File: config.mk
export PLATFORM = sky130hd
export DESIGN_NAME = thread_ctrl_top
export DESIGN_NICKNAME = d
export VERILOG_FILES = /design/src/logic/thread_pkg.sv /design/src/logic/rr_thread_sched.sv /design/src/logic/thread_cmd_ctrl.sv /design/src/logic/thread_ctrl_top.sv /design/src/logic/thread_pc_file.sv /design/src/logic/thread_state_file.sv
export SDC_FILE = /design/constraint.sdc
export NUM_CORES = 1
export LEC_CHECK = 0
export BUFFER_PORTS_ARGS = -buffer_cell sky130_fd_sc_hd__buf_2
export CORE_AREA = 4 4 180 252
export DETAILED_ROUTE_END_ITERATION = 8
export DIE_AREA = 0 0 184 256
export HOLD_SLACK_MARGIN = 0.03
export PLACE_DENSITY_LB_ADDON = 0.12
export SETUP_SLACK_MARGIN = 0.05
export SLEW_MARGIN = 20
export SYNTH_ARGS = -nofsm -noshare
export SYNTH_HDL_FRONTEND = slang
export SYNTH_SLANG_ARGS = --single-unit
File: constraint.sdc
create_clock -name clk -period 4.91 [get_ports clk]
set_input_delay 0 -clock clk [delete_from_list [all_inputs] [get_ports clk]]
set_output_delay 0 -clock clk [all_outputs]
set_load 0.005 [all_outputs]
File: src/logic/thread_pkg.sv
/*
  Shared constants and types for the eight-thread fetch controller.
  Thread 0 is the root thread; slots 1 to 7 are handed out by create.
*/

`default_nettype none

package thread_pkg;

    localparam int NUM_THREADS = 8;             // Hardware thread slots
    localparam int TRD_W       = 3;             // Thread index width
    localparam int PC_W        = 32;            // Program counter width

    localparam logic [PC_W-1:0] START_PC = 32'h0000_1000;  // Thread 0 reset PC

    typedef logic [TRD_W-1:0]       thread_id_t;
    typedef logic [NUM_THREADS-1:0] thread_mask_t;
    typedef logic [PC_W-1:0]        pc_t;

    // Operation applied to the state file in one cycle
    typedef enum logic [2:0] {
        ST_NONE   = 3'd0,
        ST_CREATE = 3'd1,   // Set valid and running, store parent
        ST_KILL   = 3'd2,   // Clear valid and running
        ST_SLEEP  = 3'd3,   // Clear running
        ST_WAKE   = 3'd4    // Set running
    } state_op_e;

endpackage

`default_nettype wire

File: src/logic/rr_thread_sched.sv
/*
  Round-robin pointer over the running mask, one step per unstalled edge.
  With no other running thread the pointer stays put.
*/

`timescale 1ns/1ps
`default_nettype none

module rr_thread_sched (
    input  logic                     clk,
    input  logic                     rst_n,
    input  logic                     stall,
    input  thread_pkg::thread_mask_t run_trd,
    output thread_pkg::thread_id_t   cur_trd
);

    import thread_pkg::*;

    thread_id_t cur_q;
    thread_id_t nxt_trd;

    // Search cur+1 .. cur+7 in wrapping order
    always_comb begin
        thread_id_t idx;
        logic       found;
        nxt_trd = cur_q;
        found   = 1'b0;
        for (int k = 1; k < NUM_THREADS; k++) begin
            idx = cur_q + thread_id_t'(k);       // Wraps at NUM_THREADS
            if (!found && run_trd[idx]) begin
                nxt_trd = idx;
                found   = 1'b1;
            end
        end
    end

    always_ff @(posedge clk or negedge rst_n) begin
        if (!rst_n) begin
            cur_q <= '0;
        end else if (!stall) begin
            cur_q <= nxt_trd;
        end
    end

    assign cur_trd = cur_q;

    a_stall_hold: assert property (@(posedge clk) disable iff (!rst_n)
        stall |=> $stable(cur_trd));

endmodule

`default_nettype wire

File: src/logic/thread_cmd_ctrl.sv
/*
  Command decode for create, kill, sleep and wake strobes.
  Strobes are expected one-hot; if not, create > kill > sleep > wake.
  new_trd, trd_of and invalid_op are registered, all else is combinational.
*/

`timescale 1ns/1ps
`default_nettype none

module thread_cmd_ctrl (
    input  logic                   clk,
    input  logic                   rst_n,
    input  logic                   create,
    input  logic                   kill,
    input  logic                   sleep,
    input  logic                   wake,
    input  thread_pkg::thread_id_t act_trd,
    input  thread_pkg::thread_id_t obj_trd,
    input  logic                   pc_wr,
    input  thread_pkg::thread_id_t pc_wr_trd,
    input  thread_pkg::thread_mask_t valid_trd,
    input  thread_pkg::thread_id_t obj_par,
    output thread_pkg::state_op_e  st_op,
    output thread_pkg::thread_id_t st_trd,
    output thread_pkg::thread_id_t st_parent,
    output logic                   pc_init_en,
    output thread_pkg::thread_id_t pc_init_trd,
    output logic                   pc_wr_en,
    output thread_pkg::thread_id_t new_trd,
    output logic                   trd_of,
    output logic                   invalid_op
);

    import thread_pkg::*;

    thread_id_t free_slot;
    logic       free_found;
    logic       obj_ok;
    logic       of_nxt;
    logic       inv_nxt;

    // Lowest free slot, thread 0 is never handed out
    always_comb begin
        free_found = 1'b0;
        free_slot  = '0;
        for (int i = NUM_THREADS - 1; i >= 1; i--) begin
            if (!valid_trd[i]) begin
                free_found = 1'b1;
                free_slot  = thread_id_t'(i);
            end
        end
    end

    // Target must be live and be the actor itself or one of its children
    assign obj_ok = valid_trd[obj_trd] && ((obj_trd == act_trd) || (obj_par == act_trd));

    always_comb begin
        st_op      = ST_NONE;
        st_trd     = obj_trd;
        st_parent  = act_trd;           // Only stored on create
        pc_init_en = 1'b0;
        of_nxt     = 1'b0;
        inv_nxt    = 1'b0;
        if (create) begin
            if (free_found) begin
                st_op      = ST_CREATE;
                st_trd     = free_slot;
                pc_init_en = 1'b1;
            end else begin
                of_nxt = 1'b1;          // All slots in use
            end
        end else if (kill) begin
            if (obj_ok && (obj_trd != '0)) st_op = ST_KILL;
            else inv_nxt = 1'b1;        // Root thread cannot be killed
        end else if (sleep) begin
            if (obj_ok) st_op = ST_SLEEP;
            else inv_nxt = 1'b1;
        end else if (wake) begin
            if (obj_ok) st_op = ST_WAKE;
            else inv_nxt = 1'b1;
        end
    end

    assign pc_init_trd = free_slot;
    assign pc_wr_en    = pc_wr && valid_trd[pc_wr_trd];  // Drop writes to dead slots

    always_ff @(posedge clk or negedge rst_n) begin
        if (!rst_n) begin
            new_trd    <= '0;
            trd_of     <= 1'b0;
            invalid_op <= 1'b0;
        end else begin
            trd_of     <= of_nxt;
            invalid_op <= inv_nxt;
            if (st_op == ST_CREATE) new_trd <= free_slot;
        end
    end

    a_one_cmd: assert property (@(posedge clk) disable iff (!rst_n)
        $onehot0({create, kill, sleep, wake}));

    a_err_excl: assert property (@(posedge clk) disable iff (!rst_n)
        !(trd_of && invalid_op));

endmodule

`default_nettype wire

File: src/logic/thread_ctrl_top.sv
/*
  Fetch-stage thread controller top.
  Commands are one-cycle strobes with no handshake; stall only holds the scheduler.
*/

`timescale 1ns/1ps
`default_nettype none

module thread_ctrl_top (
    input  logic                     clk,
    input  logic                     rst_n,
    input  logic                     create,
    input  logic                     kill,
    input  logic                     sleep,
    input  logic                     wake,
    input  thread_pkg::thread_id_t   act_trd,
    input  thread_pkg::thread_id_t   obj_trd,
    input  thread_pkg::pc_t          init_pc,
    input  logic                     stall,
    input  logic                     pc_wr,
    input  thread_pkg::thread_id_t   pc_wr_trd,
    input  thread_pkg::pc_t          nxt_pc,
    output thread_pkg::thread_id_t   cur_trd,
    output thread_pkg::pc_t          cur_pc,
    output thread_pkg::thread_id_t   new_trd,
    output thread_pkg::thread_mask_t valid_trd,
    output thread_pkg::thread_mask_t run_trd,
    output logic                     trd_full,
    output logic                     trd_of,
    output logic                     invalid_op,
    output thread_pkg::thread_mask_t child_trd
);

    import thread_pkg::*;

    state_op_e  st_op;
    thread_id_t st_trd;
    thread_id_t st_parent;
    thread_id_t obj_par;
    logic       pc_init_en;
    thread_id_t pc_init_trd;
    logic       pc_wr_en;

    assign trd_full = &valid_trd;

    thread_cmd_ctrl thread_cmd_ctrl_i (
        .clk         (clk),
        .rst_n       (rst_n),
        .create      (create),
        .kill        (kill),
        .sleep       (sleep),
        .wake        (wake),
        .act_trd     (act_trd),
        .obj_trd     (obj_trd),
        .pc_wr       (pc_wr),
        .pc_wr_trd   (pc_wr_trd),
        .valid_trd   (valid_trd),
        .obj_par     (obj_par),
        .st_op       (st_op),
        .st_trd      (st_trd),
        .st_parent   (st_parent),
        .pc_init_en  (pc_init_en),
        .pc_init_trd (pc_init_trd),
        .pc_wr_en    (pc_wr_en),
        .new_trd     (new_trd),
        .trd_of      (trd_of),
        .invalid_op  (invalid_op)
    );

    thread_state_file thread_state_file_i (
        .clk       (clk),
        .rst_n     (rst_n),
        .st_op     (st_op),
        .st_trd    (st_trd),
        .st_parent (st_parent),
        .obj_trd   (obj_trd),
        .act_trd   (act_trd),
        .valid_trd (valid_trd),
        .run_trd   (run_trd),
        .obj_par   (obj_par),
        .child_trd (child_trd)
    );

    thread_pc_file thread_pc_file_i (
        .clk         (clk),
        .rst_n       (rst_n),
        .pc_init_en  (pc_init_en),
        .pc_init_trd (pc_init_trd),
        .init_pc     (init_pc),
        .pc_wr_en    (pc_wr_en),
        .pc_wr_trd   (pc_wr_trd),
        .nxt_pc      (nxt_pc),
        .cur_trd     (cur_trd),
        .cur_pc      (cur_pc)
    );

    rr_thread_sched rr_thread_sched_i (
        .clk     (clk),
        .rst_n   (rst_n),
        .stall   (stall),
        .run_trd (run_trd),
        .cur_trd (cur_trd)
    );

endmodule

`default_nettype wire

File: src/logic/thread_pc_file.sv
/*
  Stored PC per thread with one create write and one update write.
  A create write beats a same-cycle update to the same slot.
*/

`timescale 1ns/1ps
`default_nettype none

module thread_pc_file (
    input  logic                   clk,
    input  logic                   rst_n,
    input  logic                   pc_init_en,
    input  thread_pkg::thread_id_t pc_init_trd,
    input  thread_pkg::pc_t        init_pc,
    input  logic                   pc_wr_en,
    input  thread_pkg::thread_id_t pc_wr_trd,
    input  thread_pkg::pc_t        nxt_pc,
    input  thread_pkg::thread_id_t cur_trd,
    output thread_pkg::pc_t        cur_pc
);

    import thread_pkg::*;

    pc_t pc_q [NUM_THREADS];

    always_ff @(posedge clk or negedge rst_n) begin
        if (!rst_n) begin
            for (int i = 0; i < NUM_THREADS; i++) begin
                pc_q[i] <= (i == 0) ? START_PC : '0;
            end
        end else begin
            for (int i = 0; i < NUM_THREADS; i++) begin
                if (pc_init_en && (pc_init_trd == thread_id_t'(i))) begin
                    pc_q[i] <= init_pc;              // New thread entry point
                end else if (pc_wr_en && (pc_wr_trd == thread_id_t'(i))) begin
                    pc_q[i] <= nxt_pc;
                end
            end
        end
    end

    assign cur_pc = pc_q[cur_trd];

endmodule

`default_nettype wire

File: src/logic/thread_state_file.sv
/*
  Valid, running and parent registers for each thread.
  Thread 0 resets as its own parent, so it shows up in its own child mask.
  Children of a killed thread keep the stale parent index.
*/

`timescale 1ns/1ps
`default_nettype none

module thread_state_file (
    input  logic                     clk,
    input  logic                     rst_n,
    input  thread_pkg::state_op_e    st_op,
    input  thread_pkg::thread_id_t   st_trd,
    input  thread_pkg::thread_id_t   st_parent,
    input  thread_pkg::thread_id_t   obj_trd,
    input  thread_pkg::thread_id_t   act_trd,
    output thread_pkg::thread_mask_t valid_trd,
    output thread_pkg::thread_mask_t run_trd,
    output thread_pkg::thread_id_t   obj_par,
    output thread_pkg::thread_mask_t child_trd
);

    import thread_pkg::*;

    thread_mask_t valid_q;
    thread_mask_t run_q;
    thread_id_t   par_q [NUM_THREADS];

    always_ff @(posedge clk or negedge rst_n) begin
        if (!rst_n) begin
            valid_q <= thread_mask_t'(1);    // Only thread 0 alive
            run_q   <= thread_mask_t'(1);
            for (int i = 0; i < NUM_THREADS; i++) begin
                par_q[i] <= '0;
            end
        end else begin
            case (st_op)
                ST_CREATE: begin
                    valid_q[st_trd] <= 1'b1;
                    run_q[st_trd]   <= 1'b1;
                    par_q[st_trd]   <= st_parent;
                end
                ST_KILL: begin
                    valid_q[st_trd] <= 1'b0;
                    run_q[st_trd]   <= 1'b0;
                end
                ST_SLEEP: run_q[st_trd] <= 1'b0;
                ST_WAKE:  run_q[st_trd] <= 1'b1;
                default: ;
            endcase
        end
    end

    assign valid_trd = valid_q;
    assign run_trd   = run_q;
    assign obj_par   = par_q[obj_trd];       // Used for the permission check

    always_comb begin
        for (int i = 0; i < NUM_THREADS; i++) begin
            child_trd[i] = valid_q[i] && (par_q[i] == act_trd);
        end
    end

    // Every command path must keep running a subset of valid
    a_run_valid: assert property (@(posedge clk) disable iff (!rst_n)
        (run_q & ~valid_q) == '0);

endmodule

`default_nettype wire

Word-level counts from Yosys, hierarchy flattened:

Cells that the tools add are included.

* flip-flop bits (word level): 304
* input port bits: 81
* output and inout bits: 65

* add/sub/neg operators: 7
* order comparisons: 15
* eq/ne operators: 28
* multiplexer cells: 94
* bitwise logic cells: 9
* reductions and logical operators: 60

Operator list (number)
* $mux W32: 18
* $bmux W32 S3: 1
* $mux W3: 24
* $lt A3 B4 Y1 const B: 10
* $logic_and A1 B1 Y1: 35
* $mux W1: 34
* $pmux W8 S2: 2
* $eq A3 B3 Y1: 10
* $bmux W1 S3: 9
* $eq A3 B3 Y1 const B: 9
* $bwmux W24: 1
* $reduce_bool A2 Y1: 10
* $eq A3 B2 Y1 const B: 6
* $and A8 B8 Y8: 2
* $or A8 B8 Y8: 2
* $add A3 B3 Y3 const B: 4
* $ge A4 B4 Y1 const B: 3
* $not A3 Y4: 3
* $bmux W3 S3: 1
* $demux W3 S3: 1
* $eq A3 B1 Y1 const B: 3
* $not A8 Y8: 1
* $reduce_and A8 Y1: 1
* $reduce_bool A7 Y1: 1
* 13 further kinds: 22

Depth between registers and ports, before layout:

* word-level depth: 23
* gate-level depth with buffers: 12
* mapped depth without buffers: 9

Hierarchy:

From an unflattened synthesis, not the netlist that was laid out.

* cells, all modules: 1658
* area, all modules: 18099.9 sq um

By module, submodules not included
* thread_pc_file: instances 1, cells each 1306, area each 14338.8 sq um, sequential area each 6407.4 sq um
* thread_state_file: instances 1, cells each 187, area each 2268.4 sq um, sequential area each 1003.5 sq um
* rr_thread_sched: instances 1, cells each 95, area each 875.8 sq um, sequential area each 75.1 sq um
* thread_cmd_ctrl: instances 1, cells each 67, area each 600.6 sq um, sequential area each 125.1 sq um
* thread_ctrl_top: instances 1, cells each 3, area each 16.3 sq um, sequential area each 0.0 sq um

Least setup slack after synthesis:

OpenSTA, ideal clock, no wires.

* path type: reg2reg
* from: register rr_thread_sched_i.cur_q[0] (netlist: rr_thread_sched_i.cur_trd[0])
* to: register rr_thread_sched_i.cur_q[1] (netlist: rr_thread_sched_i.cur_trd[1])
* arrival time: 3.263 ns
* required time: 4.806 ns
* path slack: 1.543 ns
* cell stages (with the launch flop): 13
* buffers on the path: 3
* period minus slack after synthesis: 3.367 ns
* cell sequence: dfrtp_1 > buf_6 > buf_2 > buf_1 > inv_1 > ha_1 > mux4_2 > mux2i_4 > nor2_1 > a31o_1 > a31oi_1 > a21oi_1 > o41ai_2

* cells in the longest elaborated chain, start to end: 23
* elaborated cells on any way between the ends: 48
* those cells by class: add/sub: 7; mux: 27; reduce/logical: 14

Ends and longest elaborated chain
* from (decl): RTL line rr_thread_sched.sv:19 `thread_id_t cur_q;`
* from (signal assigned): RTL line rr_thread_sched.sv:41 `cur_q <= nxt_trd;`
* $add A3 B1 Y3: RTL line rr_thread_sched.sv:29 `idx = cur_q + thread_id_t'(k);`
* $bmux W1 S3: RTL line rr_thread_sched.sv:30 `if (!found && run_trd[idx]) begin`
* $mux W1 (not written as such): RTL line rr_thread_sched.sv:30
* $mux W1: RTL line rr_thread_sched.sv:30
* $logic_not A1 Y1: RTL line rr_thread_sched.sv:30
* $logic_and A1 B1 Y1: RTL line rr_thread_sched.sv:30
* $mux W1: RTL line rr_thread_sched.sv:30
* $logic_not A1 Y1: RTL line rr_thread_sched.sv:30
* [7 not listed]
* $mux W1: RTL line rr_thread_sched.sv:30
* $logic_not A1 Y1: RTL line rr_thread_sched.sv:30
* $logic_and A1 B1 Y1: RTL line rr_thread_sched.sv:30
* $mux W1: RTL line rr_thread_sched.sv:30
* $logic_not A1 Y1: RTL line rr_thread_sched.sv:30
* $logic_and A1 B1 Y1: RTL line rr_thread_sched.sv:30
* $reduce_bool A7 Y1 (no line)
* $reduce_and A2 Y1 (no line)

Several ways; a longest one is shown, not always the timed one. The select of a mux whose other input is x is not followed.
A chain may end at the register's enable or synchronous reset.

==> metrics.md <==
| Metric | Value |
|---|---|
| CTS tree | `yes` |
| WL final | `50.0 mm` |
| Status | `finished clean` |
| Core area | `43,000 um2` |
| Vias in the first global route | `12,900` |
| WL met1 | `around 21 mm` |
| Max clock buf depth | `3` |
| CTS clk-pin slew, worst paths | `0.06 ns` |
| Maximum vdd drop | `around 260 uV` |
| Slew Limit Fails | `0` |
| Post-Syn Area | `~17,000 um2` |
| Largest fanout on the critical path | `36` |
| Total GRT Usage | `21.2%` |
| H-tree levels | `2` |
| Setup-failing EPs final | `0` |
| Hold Vio Cnt, Final | `0` |
| CTS root buf | `clkbuf_16` |
| DR WL/cell | `roughly 23 um` |
| Top post-synthesis cells by area | `dfrtp_1 45%, mux2_2 17%, mux4_2 11%` |
| Most frequent cell after synthesis | `dfrtp_1` |
| Pin count of the biggest net entering global routing | `165` |
| Routability cong. | `0.845` |
| Leading area contributor after synthesis | `dfrtp_1` |
| Met2 WL | `26.4 mm` |
| Pint | `0.00828 W` |
| Period utilisation layout | `76.4%` |
| Overflow after GRT | `0` |
| Via density | `5.60` |
| Area Growth Syn to Fin | `20.0%` |
| Post-synth top cells | `301 x dfrtp_1, 247 x mux2_2, 142 x nor2_1` |
| Number of diodes | `0` |
| Syn Inst Count | `1,376` |
| Area share of the largest cell type after synthesis | `45.1%` |
| Critical path type | `reg2reg` |
| Die Y | `between 200 and 300 um` |
| DRT Pass-1 Iters | `6` |
| YS warnings | `0` |
| Post-synth EDFFs | `0` |
| CTS buffer count | `34` |
| Lkg Pwr | `8.99 nW` |
| Sequential share of power | `34.3%` |
| Buffers on Ports | `145` |
| Power Density | `635 nW/um2` |
| Unique masters post-synth | `61` |
| Post-Layout Inst Area | `approximately 20,000 um2` |
| Full die area | `47,100 um2` |
| Starting density of the core | `about two fifths` |
| Path category of the worst min-delay check | `in2async` |
| RSZ-0062 raised after global routing | `no` |
| Worst-skew pair later-pin latency | `slightly above 0.5 ns` |
| Postcts setup bufs | `0` |
| Rows | `90` |
| Met3 wire length | `1.63 mm` |
| Max Used Layer | `met4` |
| Area post-placement | `17,900 um2` |
| Slew Limit Headroom | `31.1%` |
| Fmax | `0.267 GHz` |
| Actual slew at the worst max-slew pin | `1.03 ns` |
| DRT iter0 DRCs | `680` |
| #FFs+latches synth | `304` |
| Sw power | `0.00443 W` |
| Antenna-violating nets left | `0` |
| Syn Area/Cell | `12.1 um2` |
| Setup WS post-layout | `1.16 ns` |
| Clock skew | `0.00972 ns` |
| Synth async-reset ratio | `100%` |
| Vias | `12,000` |
| Clock network power share | `around 20%` |
| FILL cells | `4,034` |
| Layout Nets | `1,660` |
| Synth Net Count | `1,459` |
| Worst Setup End Kind | `register` |
| Initial antenna violation count | `0` |
| Io pins | `146` |
| DRC Markers | `0` |
| Combinational share of power | `45.7%` |
| First-pass GRT wire length | `78.9 mm` |
| Crit path arrival time | `a little over 4 ns` |
| Place WS | `1.53 ns` |
| # clock sinks | `304` |
| Max-cap viol count | `0` |
| Die width | `184 um` |
| Sw Ratio | `about a third` |
| Tmin final | `3.75 ns` |
| Share of cells above drive strength 1 | `35.5%` |
| CP Launch Type | `register` |
| Hpwl dp | `29.0 mm` |
| Worst EP required | `5.30 ns` |
| Setup_tns | `0 ns` |
| Ys flop type | `dfrtp_1` |
| Seq/Total Area, Yosys | `45.6%` |
==> power by group through the flow <==
stage	combinational, W	clock (W)	sequential, W
floorplan	0.00420	0	0.00407
global placement	0.00553	0	0.00437
detailed placement	0.00560	0	0.00440
CTS	0.00589	0.00261	0.00436
global route	0.00637	0.00271	0.00449
finish	0.00581	0.00254	0.00436
==> kinds of logic (layout without fill, tap and decap cells) <==
logic type                 after synthesis  in the layout  share of synthesized area (%)
AOI/OAI and AO/OA                      225            225                           8.13
xor gates and xnor gates                33             33                           1.82
buffers and inverters                  150            372                           3.84
adders and majority gates                2              2                          0.150
and+or+nand+nor                        232            232                           6.41
muxes                                  430            430                           34.1
DFF                                    304            304                           45.6
==> final timing paths <==
kind | from | endpoint | slack, ns | depth (start not counted)
min in group clk | act_trd[0] | thread_state_file_i.par_q[3] | 0.10 | 2
hold / removal | rst_n | thread_pc_file_i.pc_q[166] | 0.08 | 2
max in group asynchronous | rst_n | thread_pc_file_i.pc_q[27] | 3.29 | 3
setup reg to reg | register | thread_pc_file_i.pc_q[109] | 1.16 | 8
hold reg to reg | thread_state_file_i.par_q[23] | thread_state_file_i.par_q[23] | 0.43 | 0
setup / recovery | register | thread_pc_file_i.pc_q[109] | 1.16 | 8
==> final cells by class <==
class	count	area, um2	share of cell area [%]
inverter	45	169	0.843
clock inverter	5	50.0	0.250
clock buffer	52	1030	5.15
tap	552	691	3.45
sequential	304	7620	38.0
timing repair buffer	270	1950	9.75
multi-input combinational	922	8520	42.5
==> worst max-delay path, cell delays in order (launching register included) <==
cell	delay, ns
dfrtp_1	0.46
nand4_1	0.23
or2_1	0.32
nor2_1	0.12
a31oi_2	0.12
o22ai_2	0.53
nand3_4	0.70
mux2_1	0.56
dlygate4sd3_1	0.57
==> cell usage in the layout (no fill, tap or decap), types with 6 or more instances in the layout <==
| cell type | synthesis | final |
|---|---|---|
| dfrtp_1 | 301 | 298 |
| mux2_2 | 247 | 247 |
| buf_2 | 24 | 144 |
| nor2_1 | 142 | 142 |
| a21oi_1 | 111 | 111 |
| dlygate4sd3_1 | 0 | 106 |
| mux4_2 | 80 | 80 |
| mux2i_1 | 72 | 72 |
| o22ai_1 | 62 | 62 |
| inv_1 | 44 | 44 |
| clkbuf_16 | 0 | 37 |
| xor2_1 | 28 | 28 |
| mux2_1 | 28 | 28 |
| nand2_1 | 23 | 22 |
| buf_4 | 9 | 18 |
| nand4_1 | 13 | 13 |
| clkbuf_1 | 65 | 10 |
| o21ai_0 | 9 | 9 |
| nor4_1 | 8 | 8 |
| a2bb2oi_1 | 8 | 8 |
| o2bb2ai_1 | 8 | 8 |
| nand3_1 | 10 | 7 |
| nor2b_1 | 7 | 7 |
| a31oi_1 | 6 | 6 |
==> state kept, by name (all words and copies together) (netlist names), named ones only <==
name,count
thread_cmd_ctrl_i.invalid_op,1
thread_cmd_ctrl_i.trd_of,1
thread_cmd_ctrl_i.new_trd,3
rr_thread_sched_i.cur_trd,3
thread_state_file_i.par_q,24
thread_pc_file_i.pc_q,256
==> routing by layer <==
metal / GRT usage, % / vias up
li1: - / 5476
met1: 27.1 / 6231
met2: 38.0 / 259
met3: 2.37 / 67
met4: 5.51 / 0
met5: 0 / -
==> through the flow <==
step	power (W)	hold slack, ns	util [%]	instances
final	0.0127	0.0824	46.6	2150
after global routing	0.0136	0.102	46.6	2150
after CTS	0.0129	0.0739	46.6	2150
after detailed placement	0.0100	0.101	41.6	1987
after global placement	0.00990	0.0936	41.6	1987
after floorplan	0.00827	-0.296	-	1376
==> repair_timing <==
item	4_1_cts	5_1_grt
hold endpoints to repair	367	0
resized for setup	0	0
hold buffers	106	0
No activity file was read; power rests on OpenSTA's default activity.
